## src/common/vec_pkg.sv

```systemverilog
package vec_pkg;

    // one-hot operation code, {dot, man, euc, avg, sum, read}
    localparam int op_width = 6;

    localparam int op_read_bit = 0;
    localparam int op_sum_bit  = 1;
    localparam int op_avg_bit  = 2;
    localparam int op_euc_bit  = 3;
    localparam int op_man_bit  = 4;
    localparam int op_dot_bit  = 5;

    // unsigned vector element
    localparam int elem_width = 8;

    // result word, sent over the serial line
    localparam int result_bytes = 4;
    localparam int result_width = 8 * result_bytes;

    // alu side writes the whole word
    // transmitter side picks one byte at a time, bytes[0] is the lsb
    typedef union packed {
        logic [result_width-1:0]     word;
        logic [result_bytes-1:0][7:0] bytes;
    } result_word_t;

endpackage

```

## src/logic/vector_alu.sv

```systemverilog
`timescale 1ns/1ps

module vector_alu import vec_pkg::*; #(
    parameter int vec_len = 4
) (
    input  logic                           clk,
    input  logic                           reset,
    input  logic                           start,
    input  logic [op_width-1:0]            op,
    input  logic [vec_len*elem_width-1:0]  vec_a,
    input  logic [vec_len*elem_width-1:0]  vec_b,
    input  logic [$clog2(vec_len)-1:0]     rd_index,
    input  logic                           done,
    output result_word_t                   result,
    output logic                           op_done,
    output logic                           busy
);

    localparam int idx_width = $clog2(vec_len);

    typedef enum logic [1:0] {
        s_idle,
        s_accum,
        s_finish,
        s_hold
    } state_t;

    state_t state;

    logic [vec_len*elem_width-1:0] a_q;
    logic [vec_len*elem_width-1:0] b_q;
    logic [idx_width-1:0]          idx_q;
    logic [idx_width-1:0]          cnt;
    logic [result_width-1:0]       acc;

    logic [elem_width-1:0]   elem_a;
    logic [elem_width-1:0]   elem_b;
    logic [elem_width-1:0]   abs_diff;
    logic [elem_width-1:0]   read_elem;
    logic [2*elem_width-1:0] sq_diff;
    logic [2*elem_width-1:0] prod;
    logic [result_width-1:0] term;

    // element pair for the current step
    assign elem_a    = a_q[cnt*elem_width +: elem_width];
    assign elem_b    = b_q[cnt*elem_width +: elem_width];
    assign abs_diff  = (elem_a > elem_b) ? elem_a - elem_b : elem_b - elem_a;
    assign sq_diff   = abs_diff * abs_diff;
    assign prod      = elem_a * elem_b;
    assign read_elem = a_q[idx_q*elem_width +: elem_width];

    // what gets added this cycle
    always_comb begin
        term = '0;
        if (op[op_sum_bit] || op[op_avg_bit]) begin
            term = result_width'(elem_a);
        end else if (op[op_man_bit]) begin
            term = result_width'(abs_diff);
        end else if (op[op_euc_bit]) begin
            term = result_width'(sq_diff);
        end else if (op[op_dot_bit]) begin
            term = result_width'(prod);
        end
    end

    assign busy = (state != s_idle);

    always_ff @(posedge clk) begin
        if (reset) begin
            state   <= s_idle;
            cnt     <= '0;
            op_done <= 1'b0;
        end else begin
            op_done <= 1'b0;
            case (state)
                s_idle: begin
                    if (start) begin
                        cnt   <= '0;
                        state <= s_accum;
                    end
                end
                // one element per cycle
                s_accum: begin
                    cnt <= cnt + 1'b1;
                    if (cnt == idx_width'(vec_len - 1)) begin
                        state <= s_finish;
                    end
                end
                s_finish: begin
                    op_done <= 1'b1;
                    state   <= s_hold;
                end
                // result stays put until the transfer is over
                s_hold: begin
                    if (done) begin
                        state <= s_idle;
                    end
                end
                default: state <= s_idle;
            endcase
        end
    end

    // operands and running sum
    always_ff @(posedge clk) begin
        if (state == s_idle && start) begin
            a_q   <= vec_a;
            b_q   <= vec_b;
            idx_q <= rd_index;
            acc   <= '0;
        end else if (state == s_accum) begin
            acc <= acc + term;
        end
    end

    // final result, avg is the floored mean
    always_ff @(posedge clk) begin
        if (state == s_finish) begin
            if (op[op_read_bit]) begin
                result.word <= result_width'(read_elem);
            end else if (op[op_avg_bit]) begin
                result.word <= acc / result_width'(vec_len);
            end else begin
                result.word <= acc;
            end
        end
    end

endmodule

```

## src/tx_ctrl/tx_ctrl.sv

```systemverilog
`timescale 1ns/1ps

module tx_ctrl import vec_pkg::*; #(
    parameter int register_wait = 4
) (
    input  logic                clk,
    input  logic                reset,
    input  logic                op_done,
    input  logic                tx_busy,
    input  logic [op_width-1:0] op,
    output logic                register_result,
    output logic                send_b0,
    output logic                send_b1,
    output logic                send_b2,
    output logic                send_b3,
    output logic                tx_start,
    output logic                done
);

    localparam int timer_width = $clog2(register_wait + 2);

    typedef enum logic [3:0] {
        s_idle,
        s_register,
        s_send_b0,
        s_wait_b0,
        s_send_b1,
        s_wait_b1,
        s_send_b2,
        s_wait_b2,
        s_send_b3,
        s_wait_b3,
        s_done
    } state_t;

    state_t state;
    state_t next_state;

    logic [timer_width-1:0] hold_timer;
    logic                   two_bytes;
    logic                   three_bytes;

    // byte count from the operation
    assign two_bytes   = op[op_read_bit] | op[op_sum_bit] | op[op_avg_bit];
    assign three_bytes = op[op_man_bit];

    always_comb begin
        next_state      = state;
        register_result = 1'b0;
        send_b0         = 1'b0;
        send_b1         = 1'b0;
        send_b2         = 1'b0;
        send_b3         = 1'b0;
        tx_start        = 1'b0;
        done            = 1'b0;

        case (state)
            s_idle: begin
                if (op_done) begin
                    next_state = s_register;
                end
            end
            s_register: begin
                register_result = 1'b1;
                if (hold_timer >= timer_width'(register_wait)) begin
                    next_state = s_send_b0;
                end
            end
            s_send_b0: begin
                send_b0    = 1'b1;
                tx_start   = 1'b1;
                next_state = s_wait_b0;
            end
            s_wait_b0: begin
                if (!tx_busy) begin
                    next_state = s_send_b1;
                end
            end
            s_send_b1: begin
                send_b1    = 1'b1;
                tx_start   = 1'b1;
                next_state = s_wait_b1;
            end
            // every op sends at least two bytes
            s_wait_b1: begin
                if (!tx_busy) begin
                    next_state = two_bytes ? s_done : s_send_b2;
                end
            end
            s_send_b2: begin
                send_b2    = 1'b1;
                tx_start   = 1'b1;
                next_state = s_wait_b2;
            end
            s_wait_b2: begin
                if (!tx_busy) begin
                    next_state = three_bytes ? s_done : s_send_b3;
                end
            end
            s_send_b3: begin
                send_b3    = 1'b1;
                tx_start   = 1'b1;
                next_state = s_wait_b3;
            end
            s_wait_b3: begin
                if (!tx_busy) begin
                    next_state = s_done;
                end
            end
            s_done: begin
                done       = 1'b1;
                next_state = s_idle;
            end
            default: next_state = s_idle;
        endcase
    end

    always_ff @(posedge clk) begin
        if (reset) begin
            state <= s_idle;
        end else begin
            state <= next_state;
        end
    end

    // counts cycles spent in the register state
    always_ff @(posedge clk) begin
        if (reset || state != s_register) begin
            hold_timer <= '0;
        end else begin
            hold_timer <= hold_timer + 1'b1;
        end
    end

endmodule

```

## src/uart/uart_result_tx.sv

```systemverilog
`timescale 1ns/1ps

module uart_result_tx import vec_pkg::*; #(
    parameter int clks_per_bit = 8
) (
    input  logic         clk,
    input  logic         reset,
    input  result_word_t result,
    input  logic         register_result,
    input  logic         send_b0,
    input  logic         send_b1,
    input  logic         send_b2,
    input  logic         send_b3,
    input  logic         tx_start,
    output logic         txd,
    output logic         tx_busy
);

    localparam int cnt_width  = (clks_per_bit > 1) ? $clog2(clks_per_bit) : 1;
    localparam int frame_bits = 10;

    result_word_t           result_q;
    logic [7:0]             sel_byte;
    logic [frame_bits-2:0]  frame;
    logic [cnt_width-1:0]   clk_cnt;
    logic [3:0]             bit_cnt;
    logic                   bit_end;

    // hold a copy of the result for the whole transfer
    always_ff @(posedge clk) begin
        if (register_result) begin
            result_q <= result;
        end
    end

    // byte picked by the one-hot send strobe
    always_comb begin
        case ({send_b3, send_b2, send_b1, send_b0})
            4'b0001: sel_byte = result_q.bytes[0];
            4'b0010: sel_byte = result_q.bytes[1];
            4'b0100: sel_byte = result_q.bytes[2];
            4'b1000: sel_byte = result_q.bytes[3];
            default: sel_byte = 8'h00;
        endcase
    end

    assign bit_end = (clk_cnt == cnt_width'(clks_per_bit - 1));

    // 8N1 frame: start bit, data lsb first, stop bit
    always_ff @(posedge clk) begin
        if (reset) begin
            tx_busy <= 1'b0;
            txd     <= 1'b1;
            clk_cnt <= '0;
            bit_cnt <= '0;
        end else if (!tx_busy) begin
            txd <= 1'b1;
            if (tx_start) begin
                tx_busy <= 1'b1;
                txd     <= 1'b0;
                clk_cnt <= '0;
                bit_cnt <= '0;
            end
        end else if (bit_end) begin
            clk_cnt <= '0;
            if (bit_cnt == 4'(frame_bits - 1)) begin
                // stop bit done
                tx_busy <= 1'b0;
                txd     <= 1'b1;
            end else begin
                bit_cnt <= bit_cnt + 1'b1;
                txd     <= frame[0];
            end
        end else begin
            clk_cnt <= clk_cnt + 1'b1;
        end
    end

    // data and stop bit, shifted right once per bit time
    always_ff @(posedge clk) begin
        if (!tx_busy && tx_start) begin
            frame <= {1'b1, sel_byte};
        end else if (tx_busy && bit_end) begin
            frame <= {1'b1, frame[frame_bits-2:1]};
        end
    end

endmodule

```

## src/logic/vec_result_top.sv

```systemverilog
`timescale 1ns/1ps

module vec_result_top import vec_pkg::*; #(
    parameter int vec_len       = 4,
    parameter int register_wait = 4,
    parameter int clks_per_bit  = 8
) (
    input  logic                          clk,
    input  logic                          reset,
    input  logic                          start,
    input  logic [op_width-1:0]           op,
    input  logic [vec_len*elem_width-1:0] vec_a,
    input  logic [vec_len*elem_width-1:0] vec_b,
    input  logic [$clog2(vec_len)-1:0]    rd_index,
    output logic                          txd,
    output logic                          done,
    output logic                          busy
);

    result_word_t result;
    logic         op_done;
    logic         register_result;
    logic         send_b0;
    logic         send_b1;
    logic         send_b2;
    logic         send_b3;
    logic         tx_start;
    logic         tx_busy;

    vector_alu #(
        .vec_len (vec_len)
    ) u_alu (
        .clk      (clk),
        .reset    (reset),
        .start    (start),
        .op       (op),
        .vec_a    (vec_a),
        .vec_b    (vec_b),
        .rd_index (rd_index),
        .done     (done),
        .result   (result),
        .op_done  (op_done),
        .busy     (busy)
    );

    // sequencer runs alongside the alu and drives the byte strobes
    tx_ctrl #(
        .register_wait (register_wait)
    ) u_tx_ctrl (
        .clk             (clk),
        .reset           (reset),
        .op_done         (op_done),
        .tx_busy         (tx_busy),
        .op              (op),
        .register_result (register_result),
        .send_b0         (send_b0),
        .send_b1         (send_b1),
        .send_b2         (send_b2),
        .send_b3         (send_b3),
        .tx_start        (tx_start),
        .done            (done)
    );

    uart_result_tx #(
        .clks_per_bit (clks_per_bit)
    ) u_uart (
        .clk             (clk),
        .reset           (reset),
        .result          (result),
        .register_result (register_result),
        .send_b0         (send_b0),
        .send_b1         (send_b1),
        .send_b2         (send_b2),
        .send_b3         (send_b3),
        .tx_start        (tx_start),
        .txd             (txd),
        .tx_busy         (tx_busy)
    );

endmodule

```

## config.mk

```make
export PLATFORM = sky130hd
export DESIGN_NAME = vec_result_top
export DESIGN_NICKNAME = d
export VERILOG_FILES = /design/src/common/vec_pkg.sv /design/src/logic/vector_alu.sv /design/src/tx_ctrl/tx_ctrl.sv /design/src/uart/uart_result_tx.sv /design/src/logic/vec_result_top.sv
export SDC_FILE = /design/constraint.sdc
export NUM_CORES = 1
export LEC_CHECK = 0
export ABC_CLOCK_PERIOD_IN_PS = 11300
export BUFFER_PORTS_ARGS = -buffer_cell sky130_fd_sc_hd__buf_2
export CAP_MARGIN = 20
export CORE_UTILIZATION = 40
export CTS_CLUSTER_DIAMETER = 60
export DETAILED_ROUTE_END_ITERATION = 10
export SYNTH_ARGS = -nofsm -noshare
export SYNTH_HDL_FRONTEND = slang
export SYNTH_HIERARCHICAL = 1
export SYNTH_SLANG_ARGS = --single-unit
```

## constraint.sdc

```tcl
create_clock -name clk -period 11.3 [get_ports clk]
set_input_delay 0.565 -clock clk [delete_from_list [all_inputs] [get_ports clk]]
set_output_delay 0.565 -clock clk [all_outputs]
set_load 0.05 [all_outputs]
```

==> results_dict.tcl, run 1 <==
set metrics [dict create \
    num_rows 66 \
    worst_path_most_repeated_cell "fa_1" \
    drive_above_1_share_pct 12.3 \
    final_antenna_net_count 0 \
    fillCellCount 3119 \
    synthTopCellsByArea "edfxtp_1, ha_1, fa_1, dfxtp_1, mux4_2" \
    synth.largest_area_cell "edfxtp_1" \
    die_area_mm2 0.0342 \
    yosysMostFrequentCell "nor2_1" \
    syn_area_mm2 0.0134 \
    synth_edf_count 138 \
    clockBufferDepth 2 \
    root_buffer "clkbuf_16" \
    ys_top_cells_by_count "nor2_1, edfxtp_1, inv_1" \
    worstMarginPinSlew_ns 0.988 \
    io_buffer_count 77 \
    cap_violations 0 \
    worstSetupEndpoint "u_alu/acc[21]" \
    grt_max_degree 51 \
    slew_viol_final 0 \
    end_kind "flop" \
    grt.total_usage_pct 17.9 \
    num_vias 9195 \
    gp_congestion 0.903 \
    post-dp-hpwl_um 23100 \
    fin_crit_sh_pct 89.9 \
    wirelength_um 29600 \
    finalSetupViolations 0 \
    fin_worst_skew_ns 0.0109 \
    clk_latency_ns 0.43 \
    synth_simple_gate_area_share_pct 11.3 \
    worstPathArrival_ns 10.45 \
    synth-seq-cells 191 \
    ys.warnings.count 6 \
    rr_worst_depth 30 \
    synth_top_family_by_area "adder cells" \
    r2r-end "u_alu/acc[21]" \
    outcome "completed" \
    die_y_um 185 \
    core-area_mm2 0.0328 \
    finalHoldViolations 0 \
    synth_top_area_share_pct 30.9 \
    r2r_setup_slack_ns 1.14 \
    synth_compound_area_share_pct 12.9 \
    tritoncts "built" \
    worstSetupStartpointType "flop" \
    worstPathRequired_ns 11.59 \
    ys_seq_area_share_pct 38.8 \
    rsz0062_at_grt "no" \
    synth_cells 1250 \
    cts_max_level 4 \
    multiInputGateArea_mm2 0.00752 \
    slowest_stage "o31ai_1" \
    fmax_mhz 98.4 \
    grt_pass1_wl_um 47400 \
    hold_path.class "in2reg" \
    min_period_ns 10.16 \
    slew-limit-headroom_pct 33.6 \
    grt_pass1_vias 9164 \
    hold_start "vec_b[25]" \
    routed_via_density 5.22 \
    die_x_um 185 \
    clk_pin_slew_worst_paths_ns 0.07 \
    synthMuxAreaShare_pct 8.00 \
    synthAdderAreaFrac_pct 20.1 \
    numClockSinks 191 \
    finalSetupTns_ns 0 \
    gr-total-overflow 0 \
    crit_start "u_alu/cnt[0]" \
    synth_xor_area_share_pct 3.82 \
    drtPass1Iterations 5 \
    holdBufCountCts 0 \
    io_pins 78 \
    ys_types 79 \
    crit_type "reg2reg" \
    slowest_delay_ns 0.84 \
    cts_made_buffers 17 \
    synthFlopType "edfxtp_1" \
    start_util_pct 40.9 \
    drc 0 \
    antenna_found_initial 0 \
    post_cts_buffers 0 \
    wl_per_cell_um 16.8 \
    syn_area_per_cell_um2 10.7 \
    layout.nets 1559 \
    ctsResizeCount 0 \
    async_flop_share_pct 0 \
    drt_iter0_drc 548 \
    syn2layout_area_growth_pct 10.0 \
    critPathMaxFanout 11 \
    seq_area_mm2 0.00520 \
    rr_startpoint "u_alu/cnt[0]" \
]
[critical path: cells and delay by family, from the launching register on]
family / cells / cell delay, ns
DFF: 1 / 0.70
adders and majority gates: 7 / 3.05
xor gates and xnor gates: 2 / 0.66
and+or+nand+nor: 7 / 1.35
muxes: 2 / 0.87
buffers and inverters: 5 / 0.65
AOI/OAI and AO/OA: 7 / 2.73
[cell usage in the layout, fill, tap and decap left out, types with 8 or more instances in the layout]
cell / count
clkbuf_16: 17
a211oi_1: 17
o21ai_0: 37
a22o_1: 8
nor2_1: 141
mux4_2: 24
o21a_1: 8
xor2_1: 26
a22oi_1: 18
mux2i_1: 52
xnor2_1: 25
inv_1: 127
and2_1: 10
a21o_1: 29
fa_1: 63
or3_1: 13
dfxtp_1: 53
nand2_1: 82
nor2b_1: 11
edfxtp_1: 138
o21bai_1: 9
nor3_1: 16
o22ai_1: 13
buf_2: 77
nand2b_1: 8
ha_1: 114
a21oi_1: 42
[stage by stage]
stage                     hold WS [ns]  instance area [µm²]  std cells  setup WS [ns]  utilization, %
after floorplan                  0.399                13400       1251           1.95               -
after global placement           0.403                14200       1730           1.21            43.3
after detailed placement         0.405                14200       1730           1.14            43.3
after CTS                        0.284                14700       1762           1.15            45.0
after global routing             0.284                14700       1762          0.360            45.0
final                            0.302                14700       1763           1.14            45.0
[metal layers]
layer	track usage (%)	vias to the layer above	part of all wire, %
li1	-	4552	-
met5	0	-	0
met1	24.9	4413	49
met3	2.56	38	3.9
met2	28.8	192	46
met4	5.49	0	1.8
[layout make-up]
class | count | area share (%)
Clock inverter | 15 | 0.738
Inverter | 132 | 3.37
Multi-Input combinational cell | 882 | 51.0
Antenna cell | 1 | 0.0170
Clock buffer | 17 | 2.89
Timing Repair Buffer | 83 | 2.92
Tap cell | 442 | 3.75
Sequential cell | 191 | 35.3
[state kept, by name, indices dropped and copies added, names as in the netlist, 3 cells and up]
signal and count:
u_alu/acc 32, u_alu/a_q 32, u_uart/result_q 32, u_uart/bit_cnt 4, u_tx_ctrl/hold_timer 3, u_alu/b_q 32, u_uart/frame 8, u_tx_ctrl/state 4
u_uart/clk_cnt 3, u_alu/result 32
[how the worst min path moves through the flow]
stage | to | slack, ns | cells past startpoint
after floorplan | u_tx_ctrl/hold_timer[0] | 0.40 | 1
after global placement | u_uart/result_q[3] | 0.40 | 0
after detailed placement | u_uart/result_q[14] | 0.40 | 0
after CTS | u_alu/b_q[25] | 0.28 | 1
after global routing | u_alu/b_q[20] | 0.28 | 1
final | u_alu/b_q[25] | 0.30 | 1
[logic make-up after synthesis]
| group | after synthesis |
|---|---|
| buf+inv | 178 |
| compound gates | 244 |
| flops | 191 |
| simple gates | 327 |
| xor+xnor | 55 |
| fa+ha+maj | 177 |
| mux | 77 |
| other cells | 1 |
Power of run 1 is not shown: default switching activity piles up to over one toggle a cycle in this logic, so the estimate is an artifact.
==> run 2, diff against run 1 <==
BUFFER_PORTS_ARGS = -buffer_cell sky130_fd_sc_hd__clkbuf_2   (was -buffer_cell sky130_fd_sc_hd__buf_2)
PLACE_DENSITY_LB_ADDON = 0.1   (was default)
SYNTH_HIERARCHICAL = default   (was 1)
==> run 2 against run 1 <==
Sequential cell count unchanged. Routed wire length up 3.7%. Cell count shrank 0.17%. Worst setup slack better by 0.28 ns. Clock skew rose by 0.010 ns. Clock-buffer cell count stayed put. Critical path depth grew 2. Critical path type unchanged. Utilization about the same.
==> results_dict.tcl, run 2 <==
set metrics [dict create \
    clk_latency_ns 0.46 \
    die_y_um 184 \
    r2r_setup_slack_ns 1.42 \
    core-area_mm2 0.0326 \
    ys_types 70 \
    synthFlopType "edfxtp_1" \
    numClockSinks 191 \
    rr_worst_depth 32 \
    fillCellCount 3125 \
    start_util_pct 40.7 \
    async_flop_share_pct 0 \
    die_x_um 184 \
    wirelength_um 30600 \
    synth_top_area_share_pct 31.2 \
    holdBufCountCts 0 \
    root_buffer "clkbuf_16" \
    clockBufferDepth 2 \
    wl_per_cell_um 17.4 \
    r2r-end "u_alu.acc[27]" \
    fmax_mhz 101 \
    worstSetupStartpointType "flop" \
    final_antenna_net_count 0 \
    fin_crit_sh_pct 87.4 \
    synth.largest_area_cell "edfxtp_1" \
    min_period_ns 9.88 \
    ctsResizeCount 0 \
    die_area_mm2 0.0339 \
    ys.warnings.count 0 \
    critPathMaxFanout 12 \
    syn_area_per_cell_um2 10.7 \
    cap_violations 0 \
    slew_viol_final 0 \
    finalHoldViolations 0 \
    synth_edf_count 138 \
    cts_made_buffers 17 \
    final_common_cell "edfxtp_1" \
    synth_cells 1245 \
    ys_seq_area_share_pct 39.2 \
    layout.nets 1558 \
    finalSetupViolations 0 \
    worst_path_most_repeated_cell "fa_1" \
    hold_path.class "in2reg" \
    syn2layout_area_growth_pct 10.7 \
    drt_iter0_drc 527 \
    slowest_delay_ns 0.71 \
    syn_area_mm2 0.0133 \
    crit_start "u_alu.cnt[0]" \
    io_pins 78 \
    rr_startpoint "u_alu.cnt[0]" \
    antennaDiodeCount 0 \
    synthTopCellsByArea "edfxtp_1, ha_1, fa_1, dfxtp_1, mux2i_1" \
    antenna_found_initial 0 \
    num_rows 66 \
    grt_pass1_vias 9306 \
    drive_above_1_share_pct 12.7 \
    grt.total_usage_pct 19.3 \
    drc 0 \
    finalSetupTns_ns 0 \
    fin_worst_skew_ns 0.0212 \
    yosysMostFrequentCell "edfxtp_1" \
    routed_via_density 5.25 \
    worstMarginPinSlew_ns 0.860 \
    grt_pass1_wl_um 49800 \
    post_cts_buffers 0 \
    num_vias 9235 \
    slowest_stage "dfxtp_1" \
    drtPass1Iterations 5 \
    post-dp-hpwl_um 23400 \
    min_to "u_alu.a_q[20]" \
    hold_start "vec_a[20]" \
    rsz0062_at_grt "no" \
    io_buffer_count 77 \
    ys_top_cells_by_count "edfxtp_1, nor2_1, inv_1" \
    dp_slack_ns 1.04 \
    grt_max_degree 67 \
    worstPathRequired_ns 11.64 \
    cts_max_level 4 \
    clk_pin_slew_worst_paths_ns 0.07 \
    fin_ws_ns 1.42 \
    synth.net_count 1498 \
    tritoncts "built" \
    crit_type "reg2reg" \
    slew-limit-headroom_pct 42.4 \
    synth-seq-cells 191 \
    gp_congestion 0.881 \
    outcome "completed" \
    gr-total-overflow 0 \
    worstPathArrival_ns 10.22 \
    min_path_cells 1 \
    end_kind "flop" \
    final_cell_mix "edfxtp_1, nor2_1, inv_1, ha_1, nand2_1" \
]
[run 2: area by class of cell]
| type | count | area (µm²) | area share (%) |
|---|---|---|---|
| Clock buffer | 17 | 425 | 2.90 |
| Clock inverter | 15 | 159 | 1.08 |
| Inverter | 130 | 489 | 3.33 |
| Multi-Input combinational cell | 877 | 7390 | 50.3 |
| Sequential cell | 191 | 5200 | 35.4 |
| Tap cell | 442 | 553 | 3.77 |
| Timing Repair Buffer | 88 | 468 | 3.19 |
[run 2: cell families after synthesis]
kind of cell             synth area share, %
AO/OA/AOI/OAI                           12.8
multiplexers                            8.32
AND/OR/NAND/NOR                         11.2
flip-flops                              39.2
buffers and inverters                   5.10
XOR/XNOR                                3.08
adder cells (fa/ha/maj)                 20.4
[run 2: worst max path at each step]
stage               endpoint  slack [ns]  cells past startpoint
2_1_floorplan  u_alu.acc[21]        2.30                     34
3_3_place_gp   u_alu.acc[31]        1.18                     30
3_5_place_dp   u_alu.acc[31]        1.04                     31
4_1_cts        u_alu.acc[31]        0.98                     31
5_1_grt        u_alu.acc[25]        0.69                     32
6_report       u_alu.acc[27]        1.42                     32
[run 2: through the flow]
step	hold WS (ns)	util (%)	cell area [µm²]	std cells
after floorplan	0.399	-	13300	1245
after global placement	0.401	43.2	14100	1726
after detailed placement	0.405	43.2	14100	1726
after CTS	0.255	45.0	14700	1758
after global routing	0.257	45.0	14700	1760
final	0.291	45.0	14700	1760
[run 2: metal layers]
metal	share of wire, %	GRT usage, %	up-vias
li1	-	-	4570
met4	1.3	4.63	0
met5	0	0	-
met1	50	27.1	4460
met3	4.3	4.19	22
met2	45	30.3	183
[run 2: worst max-delay path: cells and delay by family, from the launching register on]
family,cells,cell delay (ns)
compound gates,13,2.81
flops,1,0.71
simple gates,3,0.54
fa+ha+maj,7,3.12
mux,2,0.93
xor+xnor,1,0.70
buf+inv,6,0.92
Power of run 2 is left out for the same reason.
